[src/verilog/cpu_ctrl_pkg.sv]
package cpu_ctrl_pkg;

    // =========================================================================
    // Instruction set
    // =========================================================================

    localparam int OPCODE_WIDTH = 8;

    // Consecutive from zero and unrecognized from 31 up
    typedef enum logic [OPCODE_WIDTH-1:0] {
        NOP,
        HLT,
        JMP,
        JZ,
        JNZ,
        JC,
        JNC,
        JN,
        JNN,
        ADD_B,
        ADD_C,
        SUB_B,
        SUB_C,
        ANA_B,
        ORA_B,
        XRA_B,
        CMP_B,
        INR_A,
        DCR_A,
        RAR,
        RAL,
        CMA,
        ANI,
        ORI,
        XRI,
        MOV_AB,
        MOV_BA,
        LDI_A,
        LDI_B,
        SEC,
        CLC
    } opcode_t;

    typedef enum logic [3:0] {
        ALU_UNDEFINED,    // Must stay at zero
        ALU_ADD,
        ALU_SUB,
        ALU_AND,
        ALU_OR,
        ALU_XOR,
        ALU_INR,
        ALU_DCR,
        ALU_ROR,
        ALU_ROL,
        ALU_INV
    } alu_op_t;

    // =========================================================================
    // Sequencing
    // =========================================================================

    typedef enum logic [2:0] {
        S_RESET,
        S_INIT,
        S_LATCH_ADDR,
        S_READ_BYTE,
        S_LATCH_BYTE,
        S_CHK_MORE_BYTES,
        S_EXECUTE,
        S_HALT
    } fetch_state_t;

    typedef logic [2:0] microstep_t;

    // Status register bit positions
    localparam int FLAG_ZERO  = 0;
    localparam int FLAG_CARRY = 1;
    localparam int FLAG_NEG   = 2;

    // =========================================================================
    // Control word
    // =========================================================================

    typedef struct packed {
        // Fetch
        logic    load_origin;
        logic    load_mar_pc;
        logic    oe_ram;
        logic    pc_enable;
        logic    load_ir;
        logic    load_temp_1;
        logic    load_temp_2;
        // Operands and jump target
        logic    oe_temp_1;
        logic    oe_temp_2;
        logic    load_pc_low_byte;
        logic    load_pc_high_byte;
        // Branch conditions
        logic    check_zero;
        logic    check_not_zero;
        logic    check_carry;
        logic    check_not_carry;
        logic    check_negative;
        logic    check_not_negative;
        // ALU
        alu_op_t alu_op;
        logic    alu_src2_c;
        logic    alu_src2_temp1;
        logic    oe_alu;
        // Registers
        logic    oe_a;
        logic    oe_b;
        logic    load_a;
        logic    load_b;
        // Status register
        logic    load_status;
        logic    load_sets_zn;     // Z and N from bus, not ALU
        logic    set_carry_flag;
        logic    clear_carry_flag;
        // Sequencing
        logic    halt;
        logic    last_step;
    } control_word_t;

endpackage
[src/verilog/control_unit.sv]
`timescale 1ns/1ns

module control_unit
    import cpu_ctrl_pkg::*;
(
    input  logic          clk,
    input  logic          reset,
    input  opcode_t       opcode,
    input  logic [2:0]    flags,
    output control_word_t control_word,
    output logic          last_microstep
);

    logic          exec_active;
    logic          exec_done;
    logic          halt_taken;
    logic [1:0]    operand_count;
    microstep_t    microstep;
    control_word_t fetch_word;
    control_word_t rom_word;

    // Reset, init and byte fetch
    fetch_sequencer u_fetch (
        .clk           (clk),
        .reset         (reset),
        .operand_count (operand_count),
        .exec_done     (exec_done),
        .halt_taken    (halt_taken),
        .exec_active   (exec_active),
        .fetch_word    (fetch_word)
    );

    microcode_decoder u_decoder (
        .opcode        (opcode),
        .microstep     (microstep),
        .operand_count (operand_count),
        .rom_word      (rom_word)
    );

    // Execute stage owns the output word
    microstep_sequencer u_execute (
        .clk            (clk),
        .reset          (reset),
        .exec_active    (exec_active),
        .flags          (flags),
        .rom_word       (rom_word),
        .fetch_word     (fetch_word),
        .microstep      (microstep),
        .exec_done      (exec_done),
        .halt_taken     (halt_taken),
        .control_word   (control_word),
        .last_microstep (last_microstep)
    );

endmodule

[src/verilog/microstep_sequencer.sv]
`timescale 1ns/1ns

module microstep_sequencer
    import cpu_ctrl_pkg::*;
(
    input  logic          clk,
    input  logic          reset,
    input  logic          exec_active,
    input  logic [2:0]    flags,
    input  control_word_t rom_word,
    input  control_word_t fetch_word,
    output microstep_t    microstep,
    output logic          exec_done,
    output logic          halt_taken,
    output control_word_t control_word,
    output logic          last_microstep
);

    alu_op_t alu_op_held;     // Step 0 operation held for later steps
    logic    any_check;
    logic    condition_met;
    logic    branch_not_taken;
    logic    step_ends;

    // =========================================================================
    // Branch evaluation
    // =========================================================================

    assign any_check = rom_word.check_zero  || rom_word.check_not_zero  ||
                       rom_word.check_carry || rom_word.check_not_carry ||
                       rom_word.check_negative || rom_word.check_not_negative;

    assign condition_met =
        (rom_word.check_zero         &&  flags[FLAG_ZERO])  ||
        (rom_word.check_not_zero     && !flags[FLAG_ZERO])  ||
        (rom_word.check_carry        &&  flags[FLAG_CARRY]) ||
        (rom_word.check_not_carry    && !flags[FLAG_CARRY]) ||
        (rom_word.check_negative     &&  flags[FLAG_NEG])   ||
        (rom_word.check_not_negative && !flags[FLAG_NEG]);

    assign branch_not_taken = any_check && !condition_met;

    // Halt, explicit last step or a failed condition end the instruction
    assign step_ends = rom_word.halt || rom_word.last_step || branch_not_taken;

    assign exec_done      = exec_active && step_ends;
    assign halt_taken     = exec_active && rom_word.halt;
    assign last_microstep = exec_done;

    // =========================================================================
    // Microstep counter and ALU latch
    // =========================================================================

    always_ff @(posedge clk) begin
        if (reset) begin
            microstep <= 3'd0;
        end else if (exec_active) begin
            if (step_ends) begin
                microstep <= 3'd0;
            end else begin
                microstep <= microstep + 3'd1;
            end
        end
    end

    always_ff @(posedge clk) begin
        if (exec_active && (microstep == 3'd0)) begin
            alu_op_held <= rom_word.alu_op;
        end
    end

    // =========================================================================
    // Output select
    // =========================================================================

    always_comb begin
        if (exec_active) begin
            control_word = rom_word;
            if (microstep != 3'd0) begin
                control_word.alu_op = alu_op_held;   // Hold ALU steady past step 0
            end
            if (branch_not_taken) begin
                control_word.load_pc_low_byte  = 1'b0;   // Jump suppressed
                control_word.load_pc_high_byte = 1'b0;
            end
        end else begin
            control_word = fetch_word;
        end
    end

endmodule

[src/verilog/microcode_decoder.sv]
`timescale 1ns/1ns

module microcode_decoder
    import cpu_ctrl_pkg::*;
(
    input  opcode_t       opcode,
    input  microstep_t    microstep,
    output logic [1:0]    operand_count,
    output control_word_t rom_word
);

    alu_op_t alu_sel;
    logic    step_0;
    logic    step_1;
    logic    step_2;
    logic    is_immediate;

    // Common write-back step of the accumulator ALU instructions
    function automatic control_word_t write_a_step();
        control_word_t w;
        w             = '0;
        w.oe_alu      = 1'b1;
        w.load_a      = 1'b1;
        w.load_status = 1'b1;
        w.last_step   = 1'b1;
        return w;
    endfunction

    assign step_0       = (microstep == 3'd0);
    assign step_1       = (microstep == 3'd1);
    assign step_2       = (microstep == 3'd2);
    assign is_immediate = (opcode == ANI) || (opcode == ORI) || (opcode == XRI);

    // =========================================================================
    // Operand bytes per opcode
    // =========================================================================

    always_comb begin
        case (opcode)
            JMP, JZ, JNZ, JC, JNC, JN, JNN: operand_count = 2'd2;   // Address low, high
            LDI_A, LDI_B, ANI, ORI, XRI:    operand_count = 2'd1;
            default:                        operand_count = 2'd0;   // Unknown too
        endcase
    end

    always_comb begin
        case (opcode)
            ADD_B, ADD_C:        alu_sel = ALU_ADD;
            SUB_B, SUB_C, CMP_B: alu_sel = ALU_SUB;
            ANA_B, ANI:          alu_sel = ALU_AND;
            ORA_B, ORI:          alu_sel = ALU_OR;
            XRA_B, XRI:          alu_sel = ALU_XOR;
            INR_A:               alu_sel = ALU_INR;
            DCR_A:               alu_sel = ALU_DCR;
            RAR:                 alu_sel = ALU_ROR;
            RAL:                 alu_sel = ALU_ROL;
            CMA:                 alu_sel = ALU_INV;
            default:             alu_sel = ALU_UNDEFINED;
        endcase
    end

    // =========================================================================
    // Microcode table
    // =========================================================================

    always_comb begin
        rom_word = '0;   // Unused steps stay empty

        case (opcode)
            NOP: rom_word.last_step = step_0;
            HLT: rom_word.halt      = step_0;
            JMP, JZ, JNZ, JC, JNC, JN, JNN: begin
                if (step_0) begin
                    rom_word.oe_temp_1          = 1'b1;
                    rom_word.load_pc_low_byte   = 1'b1;
                    rom_word.check_zero         = (opcode == JZ);
                    rom_word.check_not_zero     = (opcode == JNZ);
                    rom_word.check_carry        = (opcode == JC);
                    rom_word.check_not_carry    = (opcode == JNC);
                    rom_word.check_negative     = (opcode == JN);
                    rom_word.check_not_negative = (opcode == JNN);
                end else if (step_1) begin
                    rom_word.oe_temp_2         = 1'b1;
                    rom_word.load_pc_high_byte = 1'b1;
                    rom_word.last_step         = 1'b1;
                end
            end
            ADD_B, ADD_C, SUB_B, SUB_C, ANA_B, ORA_B, XRA_B,
            INR_A, DCR_A, RAL, CMA, ANI, ORI, XRI: begin
                if (step_0) begin
                    rom_word.alu_op         = alu_sel;
                    rom_word.alu_src2_c     = (opcode == ADD_C) || (opcode == SUB_C);
                    rom_word.oe_temp_1      = is_immediate;
                    rom_word.alu_src2_temp1 = is_immediate;
                end else if (step_1) begin
                    rom_word = write_a_step();
                end
            end
            CMP_B: begin
                if (step_0) begin
                    rom_word.alu_op = alu_sel;
                end else if (step_1) begin
                    rom_word.load_status = 1'b1;   // Flags only, A untouched
                    rom_word.last_step   = 1'b1;
                end
            end
            RAR: begin
                // Extra empty step before write-back
                if (step_0) begin
                    rom_word.alu_op = alu_sel;
                end else if (step_2) begin
                    rom_word = write_a_step();
                end
            end
            MOV_AB, MOV_BA: begin
                rom_word.oe_a      = step_0 && (opcode == MOV_AB);
                rom_word.oe_b      = step_0 && (opcode == MOV_BA);
                rom_word.load_b    = step_0 && (opcode == MOV_AB);
                rom_word.load_a    = step_0 && (opcode == MOV_BA);
                rom_word.last_step = step_0;
            end
            LDI_A, LDI_B: begin
                rom_word.oe_temp_1    = step_0;
                rom_word.load_a       = step_0 && (opcode == LDI_A);
                rom_word.load_b       = step_0 && (opcode == LDI_B);
                rom_word.load_status  = step_0;
                rom_word.load_sets_zn = step_0;
                rom_word.last_step    = step_0;
            end
            SEC, CLC: begin
                rom_word.set_carry_flag   = step_0 && (opcode == SEC);
                rom_word.clear_carry_flag = step_0 && (opcode == CLC);
                rom_word.load_status      = step_0;
                rom_word.last_step        = step_0;
            end
            default: rom_word.halt = step_0;   // Unrecognized opcode stops the CPU
        endcase
    end

endmodule

[src/verilog/fetch_sequencer.sv]
`timescale 1ns/1ns

module fetch_sequencer
    import cpu_ctrl_pkg::*;
(
    input  logic          clk,
    input  logic          reset,
    input  logic [1:0]    operand_count,
    input  logic          exec_done,
    input  logic          halt_taken,
    output logic          exec_active,
    output control_word_t fetch_word
);

    fetch_state_t state;
    fetch_state_t next_state;
    logic [1:0]   byte_count;      // Bytes of this instruction already latched
    logic [1:0]   next_byte_count;

    // =========================================================================
    // State registers
    // =========================================================================

    always_ff @(posedge clk) begin
        if (reset) begin
            state      <= S_RESET;
            byte_count <= 2'd0;
        end else begin
            state      <= next_state;
            byte_count <= next_byte_count;
        end
    end

    assign exec_active = (state == S_EXECUTE);

    // =========================================================================
    // Next state and fetch word
    // =========================================================================

    always_comb begin
        next_state      = state;
        next_byte_count = byte_count;
        fetch_word      = '0;

        case (state)
            S_RESET: next_state = S_INIT;
            S_INIT: begin
                fetch_word.load_origin = 1'b1;   // PC to program origin
                next_state             = S_LATCH_ADDR;
            end
            S_LATCH_ADDR: begin
                fetch_word.load_mar_pc = 1'b1;
                next_state             = S_READ_BYTE;
            end
            S_READ_BYTE: begin
                fetch_word.oe_ram = 1'b1;        // Give RAM a cycle to settle
                next_state        = S_LATCH_BYTE;
            end
            S_LATCH_BYTE: begin
                fetch_word.oe_ram    = 1'b1;
                fetch_word.pc_enable = 1'b1;
                next_state           = S_CHK_MORE_BYTES;
                next_byte_count      = byte_count + 2'd1;
                case (byte_count)
                    2'd0:    fetch_word.load_ir     = 1'b1;
                    2'd1:    fetch_word.load_temp_1 = 1'b1;
                    2'd2:    fetch_word.load_temp_2 = 1'b1;
                    default: next_state             = S_HALT;   // Count overrun
                endcase
            end
            S_CHK_MORE_BYTES: begin
                // Opcode already updated from the load_ir edge
                if (byte_count > operand_count) begin
                    next_state      = S_EXECUTE;
                    next_byte_count = 2'd0;
                end else begin
                    next_state = S_LATCH_ADDR;
                end
            end
            S_EXECUTE: begin
                if (halt_taken) begin
                    next_state = S_HALT;
                end else if (exec_done) begin
                    next_state = S_LATCH_ADDR;
                end
            end
            S_HALT:  next_state = S_HALT;        // Only reset leaves
            default: next_state = S_HALT;
        endcase
    end

endmodule

[config.mk]
export PLATFORM = sky130hd
export DESIGN_NAME = control_unit
export DESIGN_NICKNAME = d
export VERILOG_FILES = /design/src/verilog/cpu_ctrl_pkg.sv /design/src/verilog/control_unit.sv /design/src/verilog/microstep_sequencer.sv /design/src/verilog/microcode_decoder.sv /design/src/verilog/fetch_sequencer.sv
export SDC_FILE = /design/constraint.sdc
export NUM_CORES = 1
export LEC_CHECK = 0
export BUFFER_PORTS_ARGS = -buffer_cell sky130_fd_sc_hd__buf_2
export CAP_MARGIN = 20
export CORE_UTILIZATION = 55
export DETAILED_ROUTE_END_ITERATION = 12
export GPL_TIMING_DRIVEN = 1
export PLACE_DENSITY = 0.9
export SYNTH_ARGS = -nofsm -noshare
export SYNTH_HDL_FRONTEND = slang
export SYNTH_HIERARCHICAL = 1
export SYNTH_SLANG_ARGS = --single-unit
[constraint.sdc]
create_clock -name clk -period 2.74 [get_ports clk]
set_input_delay 0.411 -clock clk [delete_from_list [all_inputs] [get_ports clk]]
set_output_delay 0.411 -clock clk [all_outputs]
set_load 0.03 [all_outputs]
Word-level counts from Yosys, hierarchy flattened
Memory sizes are Yosys's and may differ from the RTL's.
Cells that the tools add are included.
W data, S select, Z words.

storage, ports and cells
  memories = 2
  logic and storage cells = 151
  bits of input ports = 13
  ROM bits = 192
  output and inout port bits = 35
  register bits after elaboration = 12

memories
  name             words  bits a word  read ports  clocked after memory_dff  write ports  RTL line                 RTL
  (no name shown)  32     4            1           0                         0            microcode_decoder.sv:47  case (opcode)
  (no name shown)  32     2            1           0                         0            microcode_decoder.sv:39  case (opcode)

operators by class
  muxes and demuxes = 46
  eq/ne operators = 42
  reductions and logical operators = 54
  order comparisons = 1
  add/sub/neg operators = 2

operators by type and width
  operator              count
  $eq A8 B5 Y1 const B  15
  $eq A8 B4 Y1 const B  8
  $mux W11              4
  $mux W34              1
  $eq A8 B3 Y1 const B  4
  $pmux W9 S3           1
  $pmux W3 S8           1
  $mux W4               5
  $mux W17              1
  $eq A8 B2 Y1 const B  2
  $logic_and A1 B1 Y1   16
  $logic_or A1 B1 Y1    15
  $reduce_or A15 Y1     1
  $pmux W7 S2           1
  $reduce_or A14 Y1     1
  $reduce_or A7 Y1      2
  $eq A3 B3 Y1 const B  4
  $mux W3               4
  $mux W6               2
  $pmux W1 S4           3
  $pmux W2 S3           2
  $pmux W4 S3           1
  $mux W1               10
  $eq A3 B2 Y1 const B  3
  25 further kinds      38

Depth between registers and ports, before layout
  depth after elaboration = 17
  depth in mapped cells = 12
  gate-level depth less buffers = 12

Modules after synthesis
Netlist, hierarchy kept.

by module, submodules not included
  module               area an instance (um^2)  sequential area each (um^2)  times used  cells an instance
  microcode_decoder    835.8                    0.0                          1           138
  microstep_sequencer  833.3                    180.2                        1           87
  fetch_sequencer      626.9                    100.1                        1           75

Worst setup path before layout
OpenSTA, ideal clock, no wires.

  path kind = input port to output port
  start = input opcode[5]
  end = output control_word[23] (netlist bit)
  slack = 0.104 ns
  stages on the path = 9
  data arrival time = 2.225 ns
  cells stage by stage = or3_1 > nor2_2 > nand2_1 > nor3_2 > and2_1 > mux2_2 > a211o_1 > nor2_2 > o22ai_1

RTL lines
  element      RTL line            RTL
  from (decl)  control_unit.sv:8   input opcode_t opcode,
  to (decl)    control_unit.sv:10  output control_word_t control_word,

==> results by group <==
Status
  – Run status: finished with violations
  – Failing checks: negative setup slack

Run
  – Max_cap viols: 0

Placement
  – DP HPWL: 4.28 mm
  – Placed cells: 418
  – I/O Buffers: 47
  – Post-Place Cell Area: 2680 sq um
  – Routability cong.: 0.931

Drt
  – Drt wl/cell: 13.7 um
  – Drt total wl: 5.82 mm
  – Iteration-0 DRC Markers: 126
  – Vias post-DR: 2,349
  – Number of routed nets with antenna violations: 0
  – Via density: 5.54
  – Drt pass-1 iters: 4
  – Remaining DRCs: 0

Global route
  – Gr ovfl total: 0
  – GRT Total Usage: 26.5%
  – Vias in the first global route: 2,053
  – Initial antenna violation count: 0
  – Largest net degree at the start of global routing: 50
  – First-pass GRT wire length: 9.20 mm

Yosys
  – Mapped cell area: 2300 sq um
  – Register area share after synthesis: 12.2%
  – Synth area leaders: mux2_2 15%, buf_4 13%, ha_1 7.1%
  – Yosys warning total: 6
  – Number of flops mapped to enable cells by yosys: 4
  – Synth top area share: 14.7%
  – Mapped Cells: 300
  – Asr flop ratio synth: 0%
  – Syn Area/Cell: 7.65 sq um
  – Main synth FF type: dfxtp_1
  – Post-synthesis cell type count: 64
  – Largest area contributor in the netlist: mux2_2
  – Seq cells post-synth: 12

Clock tree
  – Cts bufs inserted: 3
  – CTS tree: built
  – Hold buffers post-CTS: 0
  – H-Tree Depth: 1
  – CTS sink count: 12
  – Root Buffer: clkbuf_8
  – Worst-skew pair later-pin latency: 0.24 ns
  – Clock Pin Slew Worst Setup and Hold Paths: 0.05 ns
  – Max Buffers Root-to-Sink: 2

Die
  – Die Span Y: 66.6 um
  – Initial Util: 57.4%
  – Chip Width: 66.6 um
  – Cell Rows: 23
  – Die ar.: 4440 sq um
  – I/O pin count: 48
  – Std-Cell Core Area: 4000 sq um

Power and ir drop
  – PwrDens: 215 nW/um^2
  – Peak supply drop: 0.256 mV
  – Static Leak: 0.00133 uW

Critical path
  – Worst-path cell chain: nor3_1, nand2_2, nor3_4, and2_4, buf_4, mux2_4, a211o_1, nor2_4, o31a_1, buf_6
  – Crit Path Max Fanout: 4
  – Required time worst endpoint: 2.33 ns
  – Setup crit end kind: primary output
  – CP peak stage delay: 0.43 ns
  – Worst Setup Path Type: reg2out
  – Crit path arrival time: 2.40 ns
  – Critical Path Source Type: flip-flop
  – Crit-path slowest cell: nor3_1

Finish
  – # fillers: 322
  – Sequential cell area: 280 sq um
  – Ant diodes: 0
  – Most frequent cells in the layout: 45 x buf_4, 40 x buf_2, 34 x conb_1
  – Layout cells sized above 1: 43.3%
  – P&R area growth vs syn: 27.4%
  – Multi-input logic area: 1870 sq um
  – Most common cell after layout, fill and taps aside: buf_4
  – Final net count: 401
  – Cell area after layout: 2920 sq um
  – Non-Filler Instances: 424
  – Final core occ: 73.1%

STA
  – Final period util: 103%
  – RSZ-0062 raised after global routing: true
  – Minimum clock period: 2.81 ns
  – Hold_ws: 0.458 ns
  – Final hold viol count: 0
  – # setup viols final: 2
  – Achievable Freq: 355 MHz
  – Final slew viol count: 0
  – Worst Slack Setup Final: -0.0734 ns
  – Worst Skew: 0.00308 ns

Min path
  – Type of the tightest min-delay check: in2reg
-- per-stage QoR --
stage | setup WS (ns) | TNS, ns | total power [uW]
after detailed placement | -0.127 | -0.354 | 439
after global routing | -0.133 | -0.300 | 663
after global placement | -0.0426 | -0.142 | 435
after floorplan | 0.104 | 0 | 390
final | -0.0734 | -0.0925 | 628
after CTS | -0.0316 | -0.0397 | 606
-- flip-flops by register name, summed over array words and instances (netlist names) --
register,cells
u_execute/microstep,3
u_fetch/byte_count,2
u_fetch/state,3
u_execute/alu_op_held,4
-- area by class of cell --
type,instances,area share (%)
inverter,12,1.54
multi-input combinational,254,64.1
timing repair buffer,92,21.1
clock buffer,3,1.41
tap,50,2.14
sequential,12,9.58
clock inverter,1,0.128
-- critical path: cells and delay by family (launching register included) --
kind                   cells  cell delay [ns]
muxes                      1             0.13
AOI/OAI and AO/OA          2             0.43
and+or+nand+nor            5             1.03
DFF                        1             0.31
buffers and inverters      2             0.25
-- cell families after synthesis --
kind of cell | Yosys count | synth area share (%)
AOI/OAI and AO/OA | 63 | 18.5
adders and majority gates | 13 | 7.08
buffers and inverters | 66 | 18.3
DFF | 12 | 12.2
muxes | 35 | 16.9
other | 2 | 0.327
and+or+nand+nor | 109 | 26.6
-- power by group --
part           switching, uW  internal, uW  total (uW)  leakage (uW)
clock network           62.7          98.7         161     0.0000231
logic                    162           113         275       0.00120
registers               5.78           186         191      0.000109
total                    230           397         628       0.00133
-- cells in the mapped netlist, types with 3 or more instances --
cell type and instances:
a21oi_1 20, a32oi_1 3, and2_1 5, and2_2 4
and3_1 5, and3b_1 3, buf_2 8, buf_4 39
clkbuf_1 3, dfxtp_1 8, edfxtp_1 4, ha_1 13
inv_1 11, mux2_2 30, mux2i_1 4, nand2_1 19
nand2b_1 7, nand3_1 3, nor2_1 27, nor2b_1 9
nor3_1 3, nor3b_1 4, nor4_1 3, o21ai_0 8
o22ai_1 4, or3_1 4
-- what timing repair did --
action / 4_1_cts / 5_1_grt
resized for setup: 15 / 28
endpoints found under the hold margin: 0 / 0
setup endpoints to repair: 7 / 11
pin swaps: 2 / 8
setup buffers: 1 / 1
-- metal layers --
metal	vias up	track usage, %	part of all wire, %
li1	1150	-	-
met2	98	46.8	49
met4	0	8.24	2.3
met5	-	0	0
met1	1084	32.9	44
met3	17	3.25	4.4
-- path summary, 6_finish.rpt --
kind                                        startpoint                      to  slack (ns)  cells past startpoint
worst max-delay path            u_execute/microstep[1]          last_microstep       -0.07                     10
worst min-delay path                             reset  u_execute/microstep[1]        0.46                      2
worst max register to register  u_execute/microstep[1]        u_fetch/state[2]        0.18                     11
worst min register to register   u_fetch/byte_count[1]   u_fetch/byte_count[1]        0.58                      2
Note: power is estimated with default switching activity, not from simulation.
